`src/verilog/touch_defs.svh`:
```
`ifndef TOUCH_DEFS_SVH
`define TOUCH_DEFS_SVH

// ========================================
// widths
// ========================================
`define DATA_W    8  // register / byte
`define RX_W      16 // opcode byte + argument byte
`define TX_W      32 // one frame to the pc
`define TOUCH_W   12 // electrodes 0..11
`define SET_COUNT 14 // recommended setting registers

// uart opcodes
`define OP_RUN      8'h52 // 'R'
`define OP_STOP     8'h53 // 'S'
`define OP_READ_REG 8'h6D // 'm'

// frame tags
`define TAG_TOUCH 8'hBB
`define TAG_REG   8'h6D

// mpr121 registers and values
`define REG_TOUCH0  8'h00 // ele0..7, read only
`define REG_TOUCH1  8'h01 // ele8..11 in bits 3..0
`define REG_ELE_CFG 8'h5E // electrode enable
`define ELE_RUN     8'h8F // all twelve electrodes on
`define ELE_STOP    8'h00

// setting table, {address, data}
`define SET_PAIR_0  16'h2B01 // mhd rising
`define SET_PAIR_1  16'h2C01 // nhd rising
`define SET_PAIR_2  16'h2D0E // ncl rising
`define SET_PAIR_3  16'h2E00 // fdl rising
`define SET_PAIR_4  16'h2F01 // mhd falling
`define SET_PAIR_5  16'h3005 // nhd falling
`define SET_PAIR_6  16'h3101 // ncl falling
`define SET_PAIR_7  16'h3200 // fdl falling
`define SET_PAIR_8  16'h3300 // nhd touched
`define SET_PAIR_9  16'h3400 // ncl touched
`define SET_PAIR_10 16'h3500 // fdl touched
`define SET_PAIR_11 16'h5B00 // debounce
`define SET_PAIR_12 16'h5C10 // afe config
`define SET_PAIR_13 16'h5D20 // filter config

`endif

```
`src/verilog/touch_pkg.sv`:
```
`include "touch_defs.svh"

package touch_pkg;

	typedef logic [`DATA_W-1:0] data_t; // one register byte

	// pc command opcodes, upper byte of a command
	typedef enum logic [`DATA_W-1:0] {
		CMD_RUN      = `OP_RUN,
		CMD_STOP     = `OP_STOP,
		CMD_READ_REG = `OP_READ_REG
	} pc_cmd_e;

	// ========================================
	// state encodings
	// ========================================
	typedef enum logic [2:0] {
		CORE_IDLE, CORE_WAIT_INIT, CORE_CHIP_SET, CORE_STANDBY, CORE_READING
	} core_state_e;

	typedef enum logic [3:0] {
		MPR_IDLE, MPR_SETTING, MPR_RUN, MPR_STOP,
		MPR_XFER_LOAD, MPR_XFER_EN, MPR_XFER_WAIT, // shared register transfer
		MPR_POLL_LOAD, MPR_POLL_CHANGE, MPR_ERROR
	} mpr_state_e;

	// toward the i2c engine
	typedef struct packed {
		data_t reg_addr;
		data_t data_in;
		logic  write_en; // one cycle strobe
		logic  read_en;  // one cycle strobe
	} mpr_req_t;

	// back from the i2c engine
	typedef struct packed {
		data_t data_out; // valid on the first cycle busy is low
		logic  init_set;
		logic  busy;
		logic  fail;
	} mpr_rsp_t;

	typedef struct packed {
		data_t addr;
		data_t data;
	} reg_reply_t;

endpackage

```
`src/verilog/mpr_setting_rom.sv`:
```
`timescale 1ns/10ps
`include "touch_defs.svh"

module mpr_setting_rom import touch_pkg::*; (
	input  logic [3:0] i_index, // table position 0..13
	output data_t      o_reg_addr,
	output data_t      o_reg_data
);

	// datasheet recommended order, data 0x20 for 0x5D
	always_comb begin
		case (i_index)
			4'd0:    {o_reg_addr, o_reg_data} = `SET_PAIR_0;
			4'd1:    {o_reg_addr, o_reg_data} = `SET_PAIR_1;
			4'd2:    {o_reg_addr, o_reg_data} = `SET_PAIR_2;
			4'd3:    {o_reg_addr, o_reg_data} = `SET_PAIR_3;
			4'd4:    {o_reg_addr, o_reg_data} = `SET_PAIR_4;
			4'd5:    {o_reg_addr, o_reg_data} = `SET_PAIR_5;
			4'd6:    {o_reg_addr, o_reg_data} = `SET_PAIR_6;
			4'd7:    {o_reg_addr, o_reg_data} = `SET_PAIR_7;
			4'd8:    {o_reg_addr, o_reg_data} = `SET_PAIR_8;
			4'd9:    {o_reg_addr, o_reg_data} = `SET_PAIR_9;
			4'd10:   {o_reg_addr, o_reg_data} = `SET_PAIR_10;
			4'd11:   {o_reg_addr, o_reg_data} = `SET_PAIR_11;
			4'd12:   {o_reg_addr, o_reg_data} = `SET_PAIR_12;
			4'd13:   {o_reg_addr, o_reg_data} = `SET_PAIR_13;
			default: {o_reg_addr, o_reg_data} = '0; // past the end
		endcase
	end

endmodule

```
`src/verilog/mpr_sequencer.sv`:
```
`timescale 1ns/10ps
`include "touch_defs.svh"

module mpr_sequencer import touch_pkg::*; (
	input  logic                i_CLK,
	input  logic                i_RST,
	input  logic                i_chip_set_req, // level
	input  logic                i_run_req,      // level
	input  logic                i_read_req,     // pulse
	input  data_t               i_read_addr,
	output logic                o_chip_done,
	output logic                o_run_done,
	output mpr_req_t            o_mpr_req,
	input  mpr_rsp_t            i_mpr_rsp,
	output logic                o_touch_valid,
	output logic [`TOUCH_W-1:0] o_touch_status,
	output logic                o_reg_valid,
	output reg_reply_t          o_reg_reply,
	output logic                o_error
);

	mpr_state_e r_state;
	mpr_state_e r_last;      // who started the current transfer
	logic [3:0] r_set_idx;
	logic       r_is_read;
	logic       r_poll_sel;  // 0: status 0x00, 1: status 0x01
	logic       r_read_pend; // pc read waiting for idle
	data_t      r_read_addr;
	data_t      r_touch_lo;  // ele0..7 from the first poll read
	data_t      r_req_addr;
	data_t      r_req_data;
	data_t      w_rom_addr;
	data_t      w_rom_data;
	data_t      w_load_addr;
	data_t      w_load_data;
	logic       w_xfer_end;

	mpr_setting_rom u_rom (
		.i_index    (r_set_idx),
		.o_reg_addr (w_rom_addr),
		.o_reg_data (w_rom_data)
	);

	// enables decoded from state, high only in the en cycle
	assign o_mpr_req.reg_addr = r_req_addr;
	assign o_mpr_req.data_in  = r_req_data;
	assign o_mpr_req.write_en = (r_state == MPR_XFER_EN) & ~r_is_read;
	assign o_mpr_req.read_en  = (r_state == MPR_XFER_EN) & r_is_read;

	assign w_xfer_end = (r_state == MPR_XFER_WAIT) & ~i_mpr_rsp.busy;

	// address/data picked by the requesting state
	always_comb begin
		w_load_addr = r_read_addr; // pc register read
		w_load_data = '0;
		case (r_last)
			MPR_SETTING: begin
				w_load_addr = w_rom_addr;
				w_load_data = w_rom_data;
			end
			MPR_RUN: begin
				w_load_addr = `REG_ELE_CFG;
				w_load_data = `ELE_RUN;
			end
			MPR_STOP: begin
				w_load_addr = `REG_ELE_CFG;
				w_load_data = `ELE_STOP;
			end
			MPR_POLL_LOAD: w_load_addr = r_poll_sel ? `REG_TOUCH1 : `REG_TOUCH0;
			default: ;
		endcase
	end

	// ========================================
	// transaction fsm
	// ========================================
	always_ff @(posedge i_CLK or posedge i_RST) begin
		if (i_RST) begin
			r_state        <= MPR_IDLE;
			r_last         <= MPR_IDLE;
			r_set_idx      <= '0;
			r_is_read      <= 1'b0;
			r_poll_sel     <= 1'b0;
			r_read_pend    <= 1'b0;
			o_chip_done    <= 1'b0;
			o_run_done     <= 1'b0;
			o_touch_valid  <= 1'b0;
			o_touch_status <= '0;
			o_reg_valid    <= 1'b0;
			o_error        <= 1'b0;
		end else begin
			o_touch_valid <= 1'b0; // pulses
			o_reg_valid   <= 1'b0;
			case (r_state)
				MPR_IDLE: begin
					if (i_chip_set_req && !o_chip_done) begin
						r_set_idx <= '0;
						r_state   <= MPR_SETTING;
					end else if (i_run_req && !o_run_done) begin
						r_state <= MPR_RUN;
					end else if (o_run_done && !i_run_req) begin
						r_state <= MPR_STOP; // left running after an error
					end else if (r_read_pend) begin
						r_read_pend <= 1'b0;
						r_last      <= MPR_IDLE;
						r_is_read   <= 1'b1;
						r_state     <= MPR_XFER_LOAD;
					end
				end
				MPR_SETTING, MPR_RUN, MPR_STOP: begin
					r_last    <= r_state; // all three are writes
					r_is_read <= 1'b0;
					r_state   <= MPR_XFER_LOAD;
				end
				MPR_XFER_LOAD: r_state <= MPR_XFER_EN;
				MPR_XFER_EN:   r_state <= MPR_XFER_WAIT;
				MPR_XFER_WAIT: begin
					if (!i_mpr_rsp.busy) begin
						if (i_mpr_rsp.fail) begin
							r_state <= MPR_ERROR;
						end else begin
							case (r_last)
								MPR_SETTING: begin
									r_set_idx <= r_set_idx + 4'd1;
									if (r_set_idx == 4'(`SET_COUNT - 1)) begin
										o_chip_done <= 1'b1; // sticky until reset
										r_state     <= MPR_IDLE;
									end else begin
										r_state <= MPR_SETTING;
									end
								end
								MPR_RUN: begin
									o_run_done <= 1'b1;
									r_poll_sel <= 1'b0; // always start at 0x00
									r_state    <= MPR_POLL_LOAD;
								end
								MPR_STOP: begin
									o_run_done <= 1'b0;
									r_state    <= MPR_IDLE;
								end
								MPR_POLL_LOAD: begin
									if (r_poll_sel) begin // second byte, status complete
										o_touch_status <= {i_mpr_rsp.data_out[3:0], r_touch_lo};
										o_touch_valid  <= 1'b1;
									end
									r_state <= MPR_POLL_CHANGE;
								end
								default: begin
									o_reg_valid <= 1'b1; // pc read done
									r_state     <= MPR_IDLE;
								end
							endcase
						end
					end
				end
				MPR_POLL_LOAD: begin
					if (!i_run_req) begin
						r_state <= MPR_STOP; // stop between reads
					end else begin
						r_last    <= MPR_POLL_LOAD;
						r_is_read <= 1'b1;
						r_state   <= MPR_XFER_LOAD;
					end
				end
				MPR_POLL_CHANGE: begin
					r_poll_sel <= ~r_poll_sel;
					r_state    <= MPR_POLL_LOAD;
				end
				MPR_ERROR: begin
					o_error <= 1'b1;
					r_state <= MPR_IDLE;
				end
				default: r_state <= MPR_IDLE;
			endcase
			if (i_read_req) r_read_pend <= 1'b1; // a new request wins over the clear
		end
	end

	// payload registers
	always_ff @(posedge i_CLK) begin
		if (i_read_req) r_read_addr <= i_read_addr;
		if (r_state == MPR_XFER_LOAD) begin
			r_req_addr <= w_load_addr;
			r_req_data <= w_load_data;
		end
		if (w_xfer_end && r_last == MPR_POLL_LOAD && !r_poll_sel)
			r_touch_lo <= i_mpr_rsp.data_out;
		if (w_xfer_end && r_last == MPR_IDLE)
			o_reg_reply <= '{addr: r_req_addr, data: i_mpr_rsp.data_out};
	end

endmodule

```
`src/verilog/sensor_ctrl.sv`:
```
`timescale 1ns/10ps

module sensor_ctrl import touch_pkg::*; (
	input  logic  i_CLK,
	input  logic  i_RST,
	input  logic  i_init_set,  // i2c engine ready
	input  logic  i_run_mode,
	input  logic  i_read_req,
	input  data_t i_read_addr,
	input  logic  i_chip_done,
	input  logic  i_run_done,
	output logic  o_chip_set_req,
	output logic  o_run_req,
	output logic  o_read_req,
	output data_t o_read_addr,
	output logic  o_chip_set,
	output logic  o_run_set,
	output logic  o_core_busy
);

	core_state_e r_state;

	// ========================================
	// core fsm
	// ========================================
	always_ff @(posedge i_CLK or posedge i_RST) begin
		if (i_RST) begin
			r_state        <= CORE_IDLE;
			o_chip_set_req <= 1'b0;
			o_run_req      <= 1'b0;
			o_read_req     <= 1'b0;
			o_chip_set     <= 1'b0;
			o_run_set      <= 1'b0;
			o_core_busy    <= 1'b0;
		end else begin
			o_chip_set <= i_chip_done; // one cycle behind the sequencer
			o_run_set  <= i_run_done;
			o_read_req <= 1'b0;
			case (r_state)
				CORE_IDLE:      r_state <= CORE_WAIT_INIT;
				CORE_WAIT_INIT: if (i_init_set) r_state <= CORE_CHIP_SET;
				CORE_CHIP_SET: begin
					o_chip_set_req <= ~i_chip_done; // held until the table is written
					if (i_chip_done) r_state <= CORE_STANDBY;
				end
				CORE_STANDBY: begin
					o_run_req  <= i_run_mode;
					o_read_req <= i_read_req & ~i_run_mode; // reads only while stopped
					if (i_run_mode && i_run_done) begin
						o_core_busy <= 1'b1;
						r_state     <= CORE_READING;
					end
				end
				CORE_READING: begin
					o_run_req <= i_run_mode;
					if (!i_run_mode) begin
						o_core_busy <= 1'b0;
						r_state     <= CORE_STANDBY;
					end
				end
				default: r_state <= CORE_IDLE;
			endcase
		end
	end

	always_ff @(posedge i_CLK) begin
		if (i_read_req) o_read_addr <= i_read_addr;
	end

endmodule

```
`src/verilog/pc_link.sv`:
```
`timescale 1ns/10ps
`include "touch_defs.svh"

module pc_link import touch_pkg::*; (
	input  logic                i_CLK,
	input  logic                i_RST,
	input  logic [`RX_W-1:0]    i_rx_data,
	input  logic                i_rx_valid,
	input  logic                i_tx_ready,
	output logic [`TX_W-1:0]    o_tx_data,
	output logic                o_tx_valid,
	output logic                o_run_mode,  // level, R sets and S clears
	output logic                o_read_req,  // pulse on m
	output data_t               o_read_addr,
	input  logic                i_touch_valid,
	input  logic [`TOUCH_W-1:0] i_touch_status,
	input  logic                i_reg_valid,
	input  reg_reply_t          i_reg_reply
);

	logic [`RX_W-1:0]    r_cmd;
	logic                r_cmd_valid;
	pc_cmd_e             w_op;
	logic                r_touch_pend;
	logic                r_reg_pend;
	logic                r_tx_gap;     // low cycle after each frame
	logic [`TOUCH_W-1:0] r_touch_data;
	reg_reply_t          r_reg_data;

	// ========================================
	// command decode
	// ========================================
	assign w_op = pc_cmd_e'(r_cmd[15:8]); // opcode byte

	always_ff @(posedge i_CLK or posedge i_RST) begin
		if (i_RST) begin
			r_cmd_valid <= 1'b0;
			o_run_mode  <= 1'b0;
			o_read_req  <= 1'b0;
		end else begin
			r_cmd_valid <= i_rx_valid;
			o_read_req  <= 1'b0;
			if (r_cmd_valid) begin
				case (w_op)
					CMD_RUN:      o_run_mode <= 1'b1;
					CMD_STOP:     o_run_mode <= 1'b0;
					CMD_READ_REG: o_read_req <= 1'b1;
					default: ; // unknown opcode dropped
				endcase
			end
		end
	end

	// ========================================
	// frame output
	// ========================================
	// touch frame has priority over a register reply
	assign o_tx_valid = i_tx_ready & ~r_tx_gap & (r_touch_pend | r_reg_pend);
	assign o_tx_data  = r_touch_pend ?
		{`TAG_TOUCH, 4'b0, r_touch_data, 8'h00} :
		{`TAG_REG, r_reg_data.addr, r_reg_data.data, 8'h00};

	always_ff @(posedge i_CLK or posedge i_RST) begin
		if (i_RST) begin
			r_touch_pend <= 1'b0;
			r_reg_pend   <= 1'b0;
			r_tx_gap     <= 1'b0;
		end else begin
			r_tx_gap <= o_tx_valid;
			if (o_tx_valid && r_touch_pend) r_touch_pend <= 1'b0;
			if (o_tx_valid && !r_touch_pend) r_reg_pend <= 1'b0;
			if (i_touch_valid) r_touch_pend <= 1'b1; // newer status replaces unsent one
			if (i_reg_valid) r_reg_pend <= 1'b1;
		end
	end

	always_ff @(posedge i_CLK) begin
		if (i_rx_valid) r_cmd <= i_rx_data;
		if (r_cmd_valid) o_read_addr <= r_cmd[7:0]; // argument byte
		if (i_touch_valid) r_touch_data <= i_touch_status;
		if (i_reg_valid) r_reg_data <= i_reg_reply;
	end

endmodule

```
`src/verilog/touch_sensor_top.sv`:
```
`timescale 1ns/10ps
`include "touch_defs.svh"

module touch_sensor_top (
	input  logic                i_CLK,
	input  logic                i_RST,
	input  logic [`RX_W-1:0]    i_uart_rx_data,
	input  logic                i_uart_rx_valid,
	input  logic                i_uart_tx_ready,
	output logic [`TX_W-1:0]    o_uart_tx_data,
	output logic                o_uart_tx_valid,
	output touch_pkg::mpr_req_t o_mpr_req,
	input  touch_pkg::mpr_rsp_t i_mpr_rsp,
	output logic [`TOUCH_W-1:0] o_touch_status,
	output logic                o_mpr_error,
	output logic                o_chip_set,
	output logic                o_run_set,
	output logic                o_core_busy
);

	logic                  w_run_mode;
	logic                  w_pc_read_req;   // pc_link to sensor_ctrl
	touch_pkg::data_t      w_pc_read_addr;
	logic                  w_seq_read_req;  // sensor_ctrl to sequencer
	touch_pkg::data_t      w_seq_read_addr;
	logic                  w_chip_set_req;
	logic                  w_run_req;
	logic                  w_chip_done;
	logic                  w_run_done;
	logic                  w_touch_valid;
	logic                  w_reg_valid;
	touch_pkg::reg_reply_t w_reg_reply;

	pc_link u_pc_link (
		.i_CLK (i_CLK), .i_RST (i_RST),
		.i_rx_data (i_uart_rx_data), .i_rx_valid (i_uart_rx_valid),
		.i_tx_ready (i_uart_tx_ready),
		.o_tx_data (o_uart_tx_data), .o_tx_valid (o_uart_tx_valid),
		.o_run_mode (w_run_mode), .o_read_req (w_pc_read_req), .o_read_addr (w_pc_read_addr),
		.i_touch_valid (w_touch_valid), .i_touch_status (o_touch_status),
		.i_reg_valid (w_reg_valid), .i_reg_reply (w_reg_reply)
	);

	sensor_ctrl u_sensor_ctrl (
		.i_CLK (i_CLK), .i_RST (i_RST), .i_init_set (i_mpr_rsp.init_set),
		.i_run_mode (w_run_mode), .i_read_req (w_pc_read_req), .i_read_addr (w_pc_read_addr),
		.i_chip_done (w_chip_done), .i_run_done (w_run_done),
		.o_chip_set_req (w_chip_set_req), .o_run_req (w_run_req),
		.o_read_req (w_seq_read_req), .o_read_addr (w_seq_read_addr),
		.o_chip_set (o_chip_set), .o_run_set (o_run_set), .o_core_busy (o_core_busy)
	);

	mpr_sequencer u_mpr_sequencer (
		.i_CLK (i_CLK), .i_RST (i_RST),
		.i_chip_set_req (w_chip_set_req), .i_run_req (w_run_req),
		.i_read_req (w_seq_read_req), .i_read_addr (w_seq_read_addr),
		.o_chip_done (w_chip_done), .o_run_done (w_run_done),
		.o_mpr_req (o_mpr_req), .i_mpr_rsp (i_mpr_rsp),
		.o_touch_valid (w_touch_valid), .o_touch_status (o_touch_status),
		.o_reg_valid (w_reg_valid), .o_reg_reply (w_reg_reply), .o_error (o_mpr_error)
	);

endmodule

```
`config.mk`:
```
export PLATFORM = sky130hd
export DESIGN_NAME = touch_sensor_top
export DESIGN_NICKNAME = d
export VERILOG_FILES = /design/src/verilog/touch_pkg.sv /design/src/verilog/mpr_setting_rom.sv /design/src/verilog/mpr_sequencer.sv /design/src/verilog/sensor_ctrl.sv /design/src/verilog/pc_link.sv /design/src/verilog/touch_sensor_top.sv
export VERILOG_INCLUDE_DIRS = /design/src /design/src/verilog
export SDC_FILE = /design/constraint.sdc
export NUM_CORES = 1
export LEC_CHECK = 0
export BUFFER_PORTS_ARGS = -buffer_cell sky130_fd_sc_hd__buf_2
export CORE_ASPECT_RATIO = 1.1
export CORE_MARGIN = 10
export CORE_UTILIZATION = 40
export DETAILED_ROUTE_END_ITERATION = 7
export PLACE_DENSITY = 0.58
export SLEW_MARGIN = 5
export SYNTH_ARGS = -nofsm -noshare
export SYNTH_HDL_FRONTEND = slang
export SYNTH_SLANG_ARGS = --single-unit
```
`constraint.sdc`:
```
create_clock -name i_CLK -period 3.4 [get_ports i_CLK]
set_clock_uncertainty 0.1 [all_clocks]
set_input_delay 0.34 -clock i_CLK [delete_from_list [all_inputs] [get_ports i_CLK]]
set_output_delay 0.34 -clock i_CLK [all_outputs]
set_load 0.02 [all_outputs]
```
======== Word level (Yosys, flattened, before mapping) ========
Memory sizes are Yosys's and may differ from the RTL's.
Cells that the tools add are included.
storage, ports and cells
  register bits after elaboration ......... 155
  memory bits (read-only) ................. 208
  bits of input ports ..................... 31
  word-level logic and storage cells ...... 199
  memories ................................ 1
memories
  name              words  bits a word  rd ports  clocked after Yosys merged registers in  wr ports  RTL line               text
  (name not given)  16     13           1         0                                        0         mpr_setting_rom.sv:12  case (i_index)
operators by class
  add/sub/neg operators ................... 1
  equal/unequal tests ..................... 39
  multiplexer cells ....................... 66
  bitwise logic cells ..................... 14
  reductions and logical operators ........ 41
operators by type and width
  operator                                               count
  two-way mux 4 bit                                      15
  two-way mux 1 bit                                      33
  two-way mux 32 bit                                     1
  one-hot mux 4 bit (7 select lines)                     1
  inequality test 2 bit, second input constant           13
  == test 8 x 7 -> 1 bit, second input constant          3
  one-hot mux 4 bit (3 select lines)                     2
  one-hot mux 8 bit (3 select lines)                     1
  == test 4 x 3 -> 1 bit, second input constant          5
  == test 4 x 2 -> 1 bit, second input constant          4
  one-hot mux 8 bit (2 select lines)                     1
  AND reduction 4 bit                                    4
  nonzero test 2 bit                                     8
  two-way mux 3 bit                                      5
  one-hot mux 3 bit (5 select lines)                     1
  AND reduction 5 bit                                    3
  == test 4 bit, second input constant                   3
  logical AND 1 bit                                      9
  == test 4 x 1 -> 1 bit, second input constant          2
  zero test 4 bit                                        2
  inequality test 2 x 1 -> 1 bit, second input constant  4
  one-hot mux 1 bit (2 select lines)                     4
  one-hot mux 4 bit (2 select lines)                     1
  NOT 1 bit                                              7
  17 further kinds                                       29

======== Depth between registers and ports, before layout ========
  depth after elaboration ................. 7
  gate-level depth with buffers ........... 7
  gate-level depth less buffers ........... 6

======== Hierarchy ========
From an unflattened synthesis, not the netlist that was laid out.
second synthesis, totals
  cells, all modules ...................... 438
  area total of the unflattened synthesis .. 6401.1 µm²
by module, submodules not included
  module           times used  cells an instance  area each (µm²)  sequential area each (µm²)
  mpr_sequencer    1           242                3313.2           2242.2
  pc_link          1           109                2104.5           1711.6
  sensor_ctrl      1           46                 670.6            465.4
  mpr_setting_rom  1           41                 312.8            0.0

======== Worst setup path before layout ========
OpenSTA, ideal clock, no wires.
  kind .................................... register to register
  start ................................... register u_mpr_sequencer.r_state[3]
  end ..................................... register u_mpr_sequencer.o_reg_reply[0] (netlist bit) (enable)
  library setup time ...................... 0.409 ns
  data arrival time ....................... 1.923 ns
  data required time ...................... 2.891 ns
  path slack .............................. 0.967 ns
  cell stages (with the launch flop) ...... 4
  clock period less this slack ............ 2.433 ns
  path through ............................ dfrtp_1 > nand4bb_1 > clkbuf_1 > nor3_1
on the way
  cells in the longest elaborated chain, start to end .. 3
ends and longest elaborated chain
  item                      RTL line              text
  start: declaration        mpr_sequencer.sv:22   mpr_state_e r_state;
  start signal: assignment  mpr_sequencer.sv:79   r_state <= MPR_IDLE;
  start signal: assignment  mpr_sequencer.sv:98   r_state <= MPR_SETTING;
  start signal: assignment  mpr_sequencer.sv:100  r_state <= MPR_RUN;
  == test 4 x 3 -> 1 bit    mpr_sequencer.sv:50   assign w_xfer_end = (r_state == MPR_XFER_WAIT) & ~i_mpr_rsp.busy;
  AND 1 bit                 mpr_sequencer.sv:50
  logical AND 1 bit         mpr_sequencer.sv:188  if (w_xfer_end && r_last == MPR_IDLE)
  end signal: assignment    mpr_sequencer.sv:189  o_reg_reply <= '{addr: r_req_addr, data: i_mpr_rsp.data_out};
  end: declaration          mpr_sequencer.sv:18   output reg_reply_t o_reg_reply,
Every way passes these cells.
A chain may end at the register's enable or synchronous reset.

======== Worst setup path in the final report ========
  start ................................... register u_mpr_sequencer.r_state[2]
  end ..................................... register u_mpr_sequencer.o_touch_status[11]
on the way
  cells in the longest elaborated chain, start to end .. 2
ends and longest elaborated chain
  item                           RTL line              text
  == test 4 x 3 -> 1 bit         mpr_sequencer.sv:94   case (r_state)
  AND reduction 5 bit (no line)  n/a
  end signal: assignment         mpr_sequencer.sv:143  o_touch_status <= {i_mpr_rsp.data_out[3:0], r_touch_lo};
  end: declaration               mpr_sequencer.sv:16   output logic [`TOUCH_W-1:0] o_touch_status,
Every way passes these cells.

==> results.sh <==
export IMPL_cp_required_ps=3600
export IMPL_synth_cell_types=52
export IMPL_grt_max_degree=48
export IMPL_cp_end_kind="flip-flop"
export IMPL_crit_chain="nand4bb_1 -> nor3_2 -> nand3_1 -> mux2_2"
export IMPL_regToRegStartpoint="u_mpr_sequencer.r_state[2]"
export IMPL_tightest_slew_ps=1040
export IMPL_synthTopCellsByArea="edfxtp_1 (51%), dfrtp_1 (19%), mux2_2 (4.5%), o21ai_0 (2.4%), buf_4 (2.1%)"
export IMPL_ant_nets=0
export IMPL_antenna_diode_count=0
export IMPL_final_max_slew_viol_count=0
export IMPL_die_area_um2=20900
export IMPL_clk_latency_ps=420
export IMPL_max_clock_path_buffers=2
export IMPL_core_um2=15100
export IMPL_avgSynthCellArea_um2=14.1
export IMPL_drv_cap=0
export IMPL_hpwl_um=8600
export IMPL_ys_ff_latch=153
export IMPL_portBuffers=85
export IMPL_critical_path_class="reg -> reg"
export IMPL_max_freq_ghz=0.377
export IMPL_clock_sinks=153
export IMPL_crit_path_max_fanout=17
export IMPL_die_h_um=151
export IMPL_synth_top_cell_by_area="edfxtp_1"
export IMPL_worstRegToRegCells=4
export IMPL_drtPass1Iterations=4
export IMPL_vias=3664
export IMPL_die_x_um=139
export IMPL_synth_top_cells_by_count="edfxtp_1 (106), dfrtp_1 (47), o21ai_0 (30), mux2_2 (25), nand2_1 (21)"
export IMPL_cellPowerDensity_nw_per_um2=737
export IMPL_row_count=47
export IMPL_cp_top_family="simple AND/OR/NAND/NOR gates"
export IMPL_startpoint_type="flip-flop"
export IMPL_rsz0062_at_grt="no"
export IMPL_max_stage_delay_ps=640
export IMPL_min_period_over_period_pct=78.1
export IMPL_hold_viol_final=0
export IMPL_cts_tree="done"
export IMPL_grt_pass1_wl_um=19800
export IMPL_route_detailed_drc=0
export IMPL_whs_endpoint="u_mpr_sequencer.r_touch_lo[7]"
export IMPL_crit_buf_inv=0
export IMPL_gr_total_overflow=0
export IMPL_min_from="i_mpr_rsp[10]"
export IMPL_drt_iter0_drc=160
export IMPL_synthArstFlopShare_pct=30.7
export IMPL_stdcell_count=748
export IMPL_reg2reg_setup_slack_ps=750
export IMPL_synth_yosys_seq_area_share_pct=70.3
export IMPL_outcome="completed"
export IMPL_area_growth_pct=21.6
export IMPL_placedCellCount=698
export IMPL_netlist_area_um2=6200
export IMPL_final_core_util_pct=49.9
export IMPL_cts_buffers=17
export IMPL_relSlewSlack_pct=30.8
export IMPL_setup_violations=0
export IMPL_start_util_pct=41.0
export IMPL_wirelength_um=12100
export IMPL_rr_endpoint="u_mpr_sequencer.o_touch_status[11]"
export IMPL_timing_hold_ws_ps=22.5
export IMPL_synth_top_area_share_pct=51.3
export IMPL_pin_count=98
export IMPL_postCtsSetupBuffers=0
export IMPL_synth_flop_cell="edfxtp_1"
export IMPL_finalSetupTns_ps=0
export IMPL_place_gp_congestion=0.815
export IMPL_syn_inst=439
export IMPL_cts_root_buffer="clkbuf_16"
export IMPL_hold_path_depth=1
export IMPL_cts_clk_slew_worst_paths_ps=60
export IMPL_nets=579
export IMPL_drive_above_1_share_pct=27.5
export IMPL_critical_path_arrival_ps=2850
export IMPL_avgRoutedWirePerCell_um=16.2
export IMPL_via_per_inst=4.90
export IMPL_cp_slowest_cell="dfrtp_1"
export IMPL_ir_drop_uv=379
export IMPL_yosys_warnings=0
export IMPL_grt_pass1_vias=3843
export IMPL_leakage_uw=0.00307
export IMPL_antenna_found_initial=0
export IMPL_hold_path_class="in -> reg"
export IMPL_synth_edf_count=106
export IMPL_period_needed_ps=2650
export IMPL_h_tree_depth=4
export IMPL_yosysMostFrequentCell="edfxtp_1"
export IMPL_track_usage_pct=12.0
how the worst max path moves through the flow:
stage,slack (ps),startpoint,depth (start not counted),end
3_5_place_dp,740,u_mpr_sequencer.r_state[2],4,u_mpr_sequencer.o_touch_status[0]
6_report,750,u_mpr_sequencer.r_state[2],4,u_mpr_sequencer.o_touch_status[11]
4_1_cts,730,u_mpr_sequencer.r_state[2],4,u_mpr_sequencer.o_touch_status[11]
3_3_place_gp,870,u_mpr_sequencer.r_state[1],4,u_mpr_sequencer.o_touch_status[7]
5_1_grt,470,u_mpr_sequencer.r_state[2],4,u_mpr_sequencer.o_touch_status[0]
2_1_floorplan,970,u_mpr_sequencer.r_state[3],3,u_mpr_sequencer.o_reg_reply[0]
metrics by stage:
| stage | area (um^2) | total power (uW) | setup slack [ps] |
|---|---|---|---|
| 2_1_floorplan | 6240 | 3340 | 967 |
| 3_5_place_dp | 6750 | 3700 | 740 |
| 4_1_cts | 7540 | 5630 | 728 |
| 5_1_grt | 7540 | 5870 | 469 |
| 6_report | 7540 | 5560 | 745 |
| 3_3_place_gp | 6750 | 3680 | 871 |
power breakdown:
group	internal, uW	switching, uW
combinational	431	680
clock	1190	701
sequential	2280	269
total	3910	1650
layout make-up:
cell class	instances	area, um^2
Timing Repair Buffer	107	636
Clock inverter	10	141
Sequential cell	153	4360
Clock buffer	22	464
Tap cell	196	245
Multi-Input combinational cell	243	1630
Fill cell	1308	7570
Inverter	17	63.8
kinds of logic after synthesis:
| logic type | after synthesis | synth area share, % |
|---|---|---|
| mux | 27 | 4.86 |
| other cells | 2 | 0.121 |
| fa+ha+maj | 9 | 1.82 |
| compound gates | 82 | 8.34 |
| buf+inv | 53 | 4.28 |
| flops | 153 | 70.3 |
| simple gates | 113 | 10.3 |
layer usage:
| layer | up-vias | GRT usage, % | part of all wire, % |
|---|---|---|---|
| met5 | - | 0 | 0 |
| met4 | 0 | 5.43 | 1.4 |
| met3 | 14 | 4.06 | 5.8 |
| met2 | 97 | 20.4 | 51 |
| met1 | 1757 | 13.5 | 42 |
| li1 | 1796 | - | - |
cell usage in the layout (no fill, tap or decap), types with 3 or more instances in the layout:
cell | Yosys | layout
o211ai_1 | 4 | 4
ha_1 | 9 | 9
clkbuf_1 | 17 | 3
conb_1 | 2 | 12
and3_1 | 4 | 4
nand2b_1 | 11 | 11
buf_4 | 17 | 4
nor2b_1 | 18 | 18
a21o_1 | 6 | 6
o31ai_1 | 7 | 7
mux2_2 | 25 | 25
clkbuf_16 | 0 | 17
dfrtp_1 | 47 | 47
o21ai_0 | 30 | 30
nor2_1 | 17 | 17
bufinv_16 | 0 | 3
and4_1 | 3 | 3
nand2_1 | 21 | 21
dlygate4sd3_1 | 0 | 18
edfxtp_1 | 106 | 106
inv_1 | 17 | 16
nor3_1 | 8 | 6
buf_2 | 2 | 85
a21oi_1 | 17 | 17
nand3_1 | 12 | 12
nor3_2 | 1 | 3
sequential cells by signal (all words and copies together), names as in the netlist, 8 cells and up:
register	flops
u_pc_link.r_reg_data	16
u_mpr_sequencer.o_touch_status	12
u_pc_link.r_touch_data	12
u_mpr_sequencer.o_reg_reply	16
u_pc_link.o_read_addr	8
u_mpr_sequencer.r_touch_lo	8
u_pc_link.r_cmd	16
u_mpr_sequencer.r_req_addr	8
u_sensor_ctrl.o_read_addr	8
u_mpr_sequencer.r_read_addr	8
timing repair:
item                      4_1_cts  5_1_grt
hold buffers                   18        0
hold endpoints to repair       19        0
gates resized for setup         0        0
Note: power is estimated with default switching activity, not from simulation.
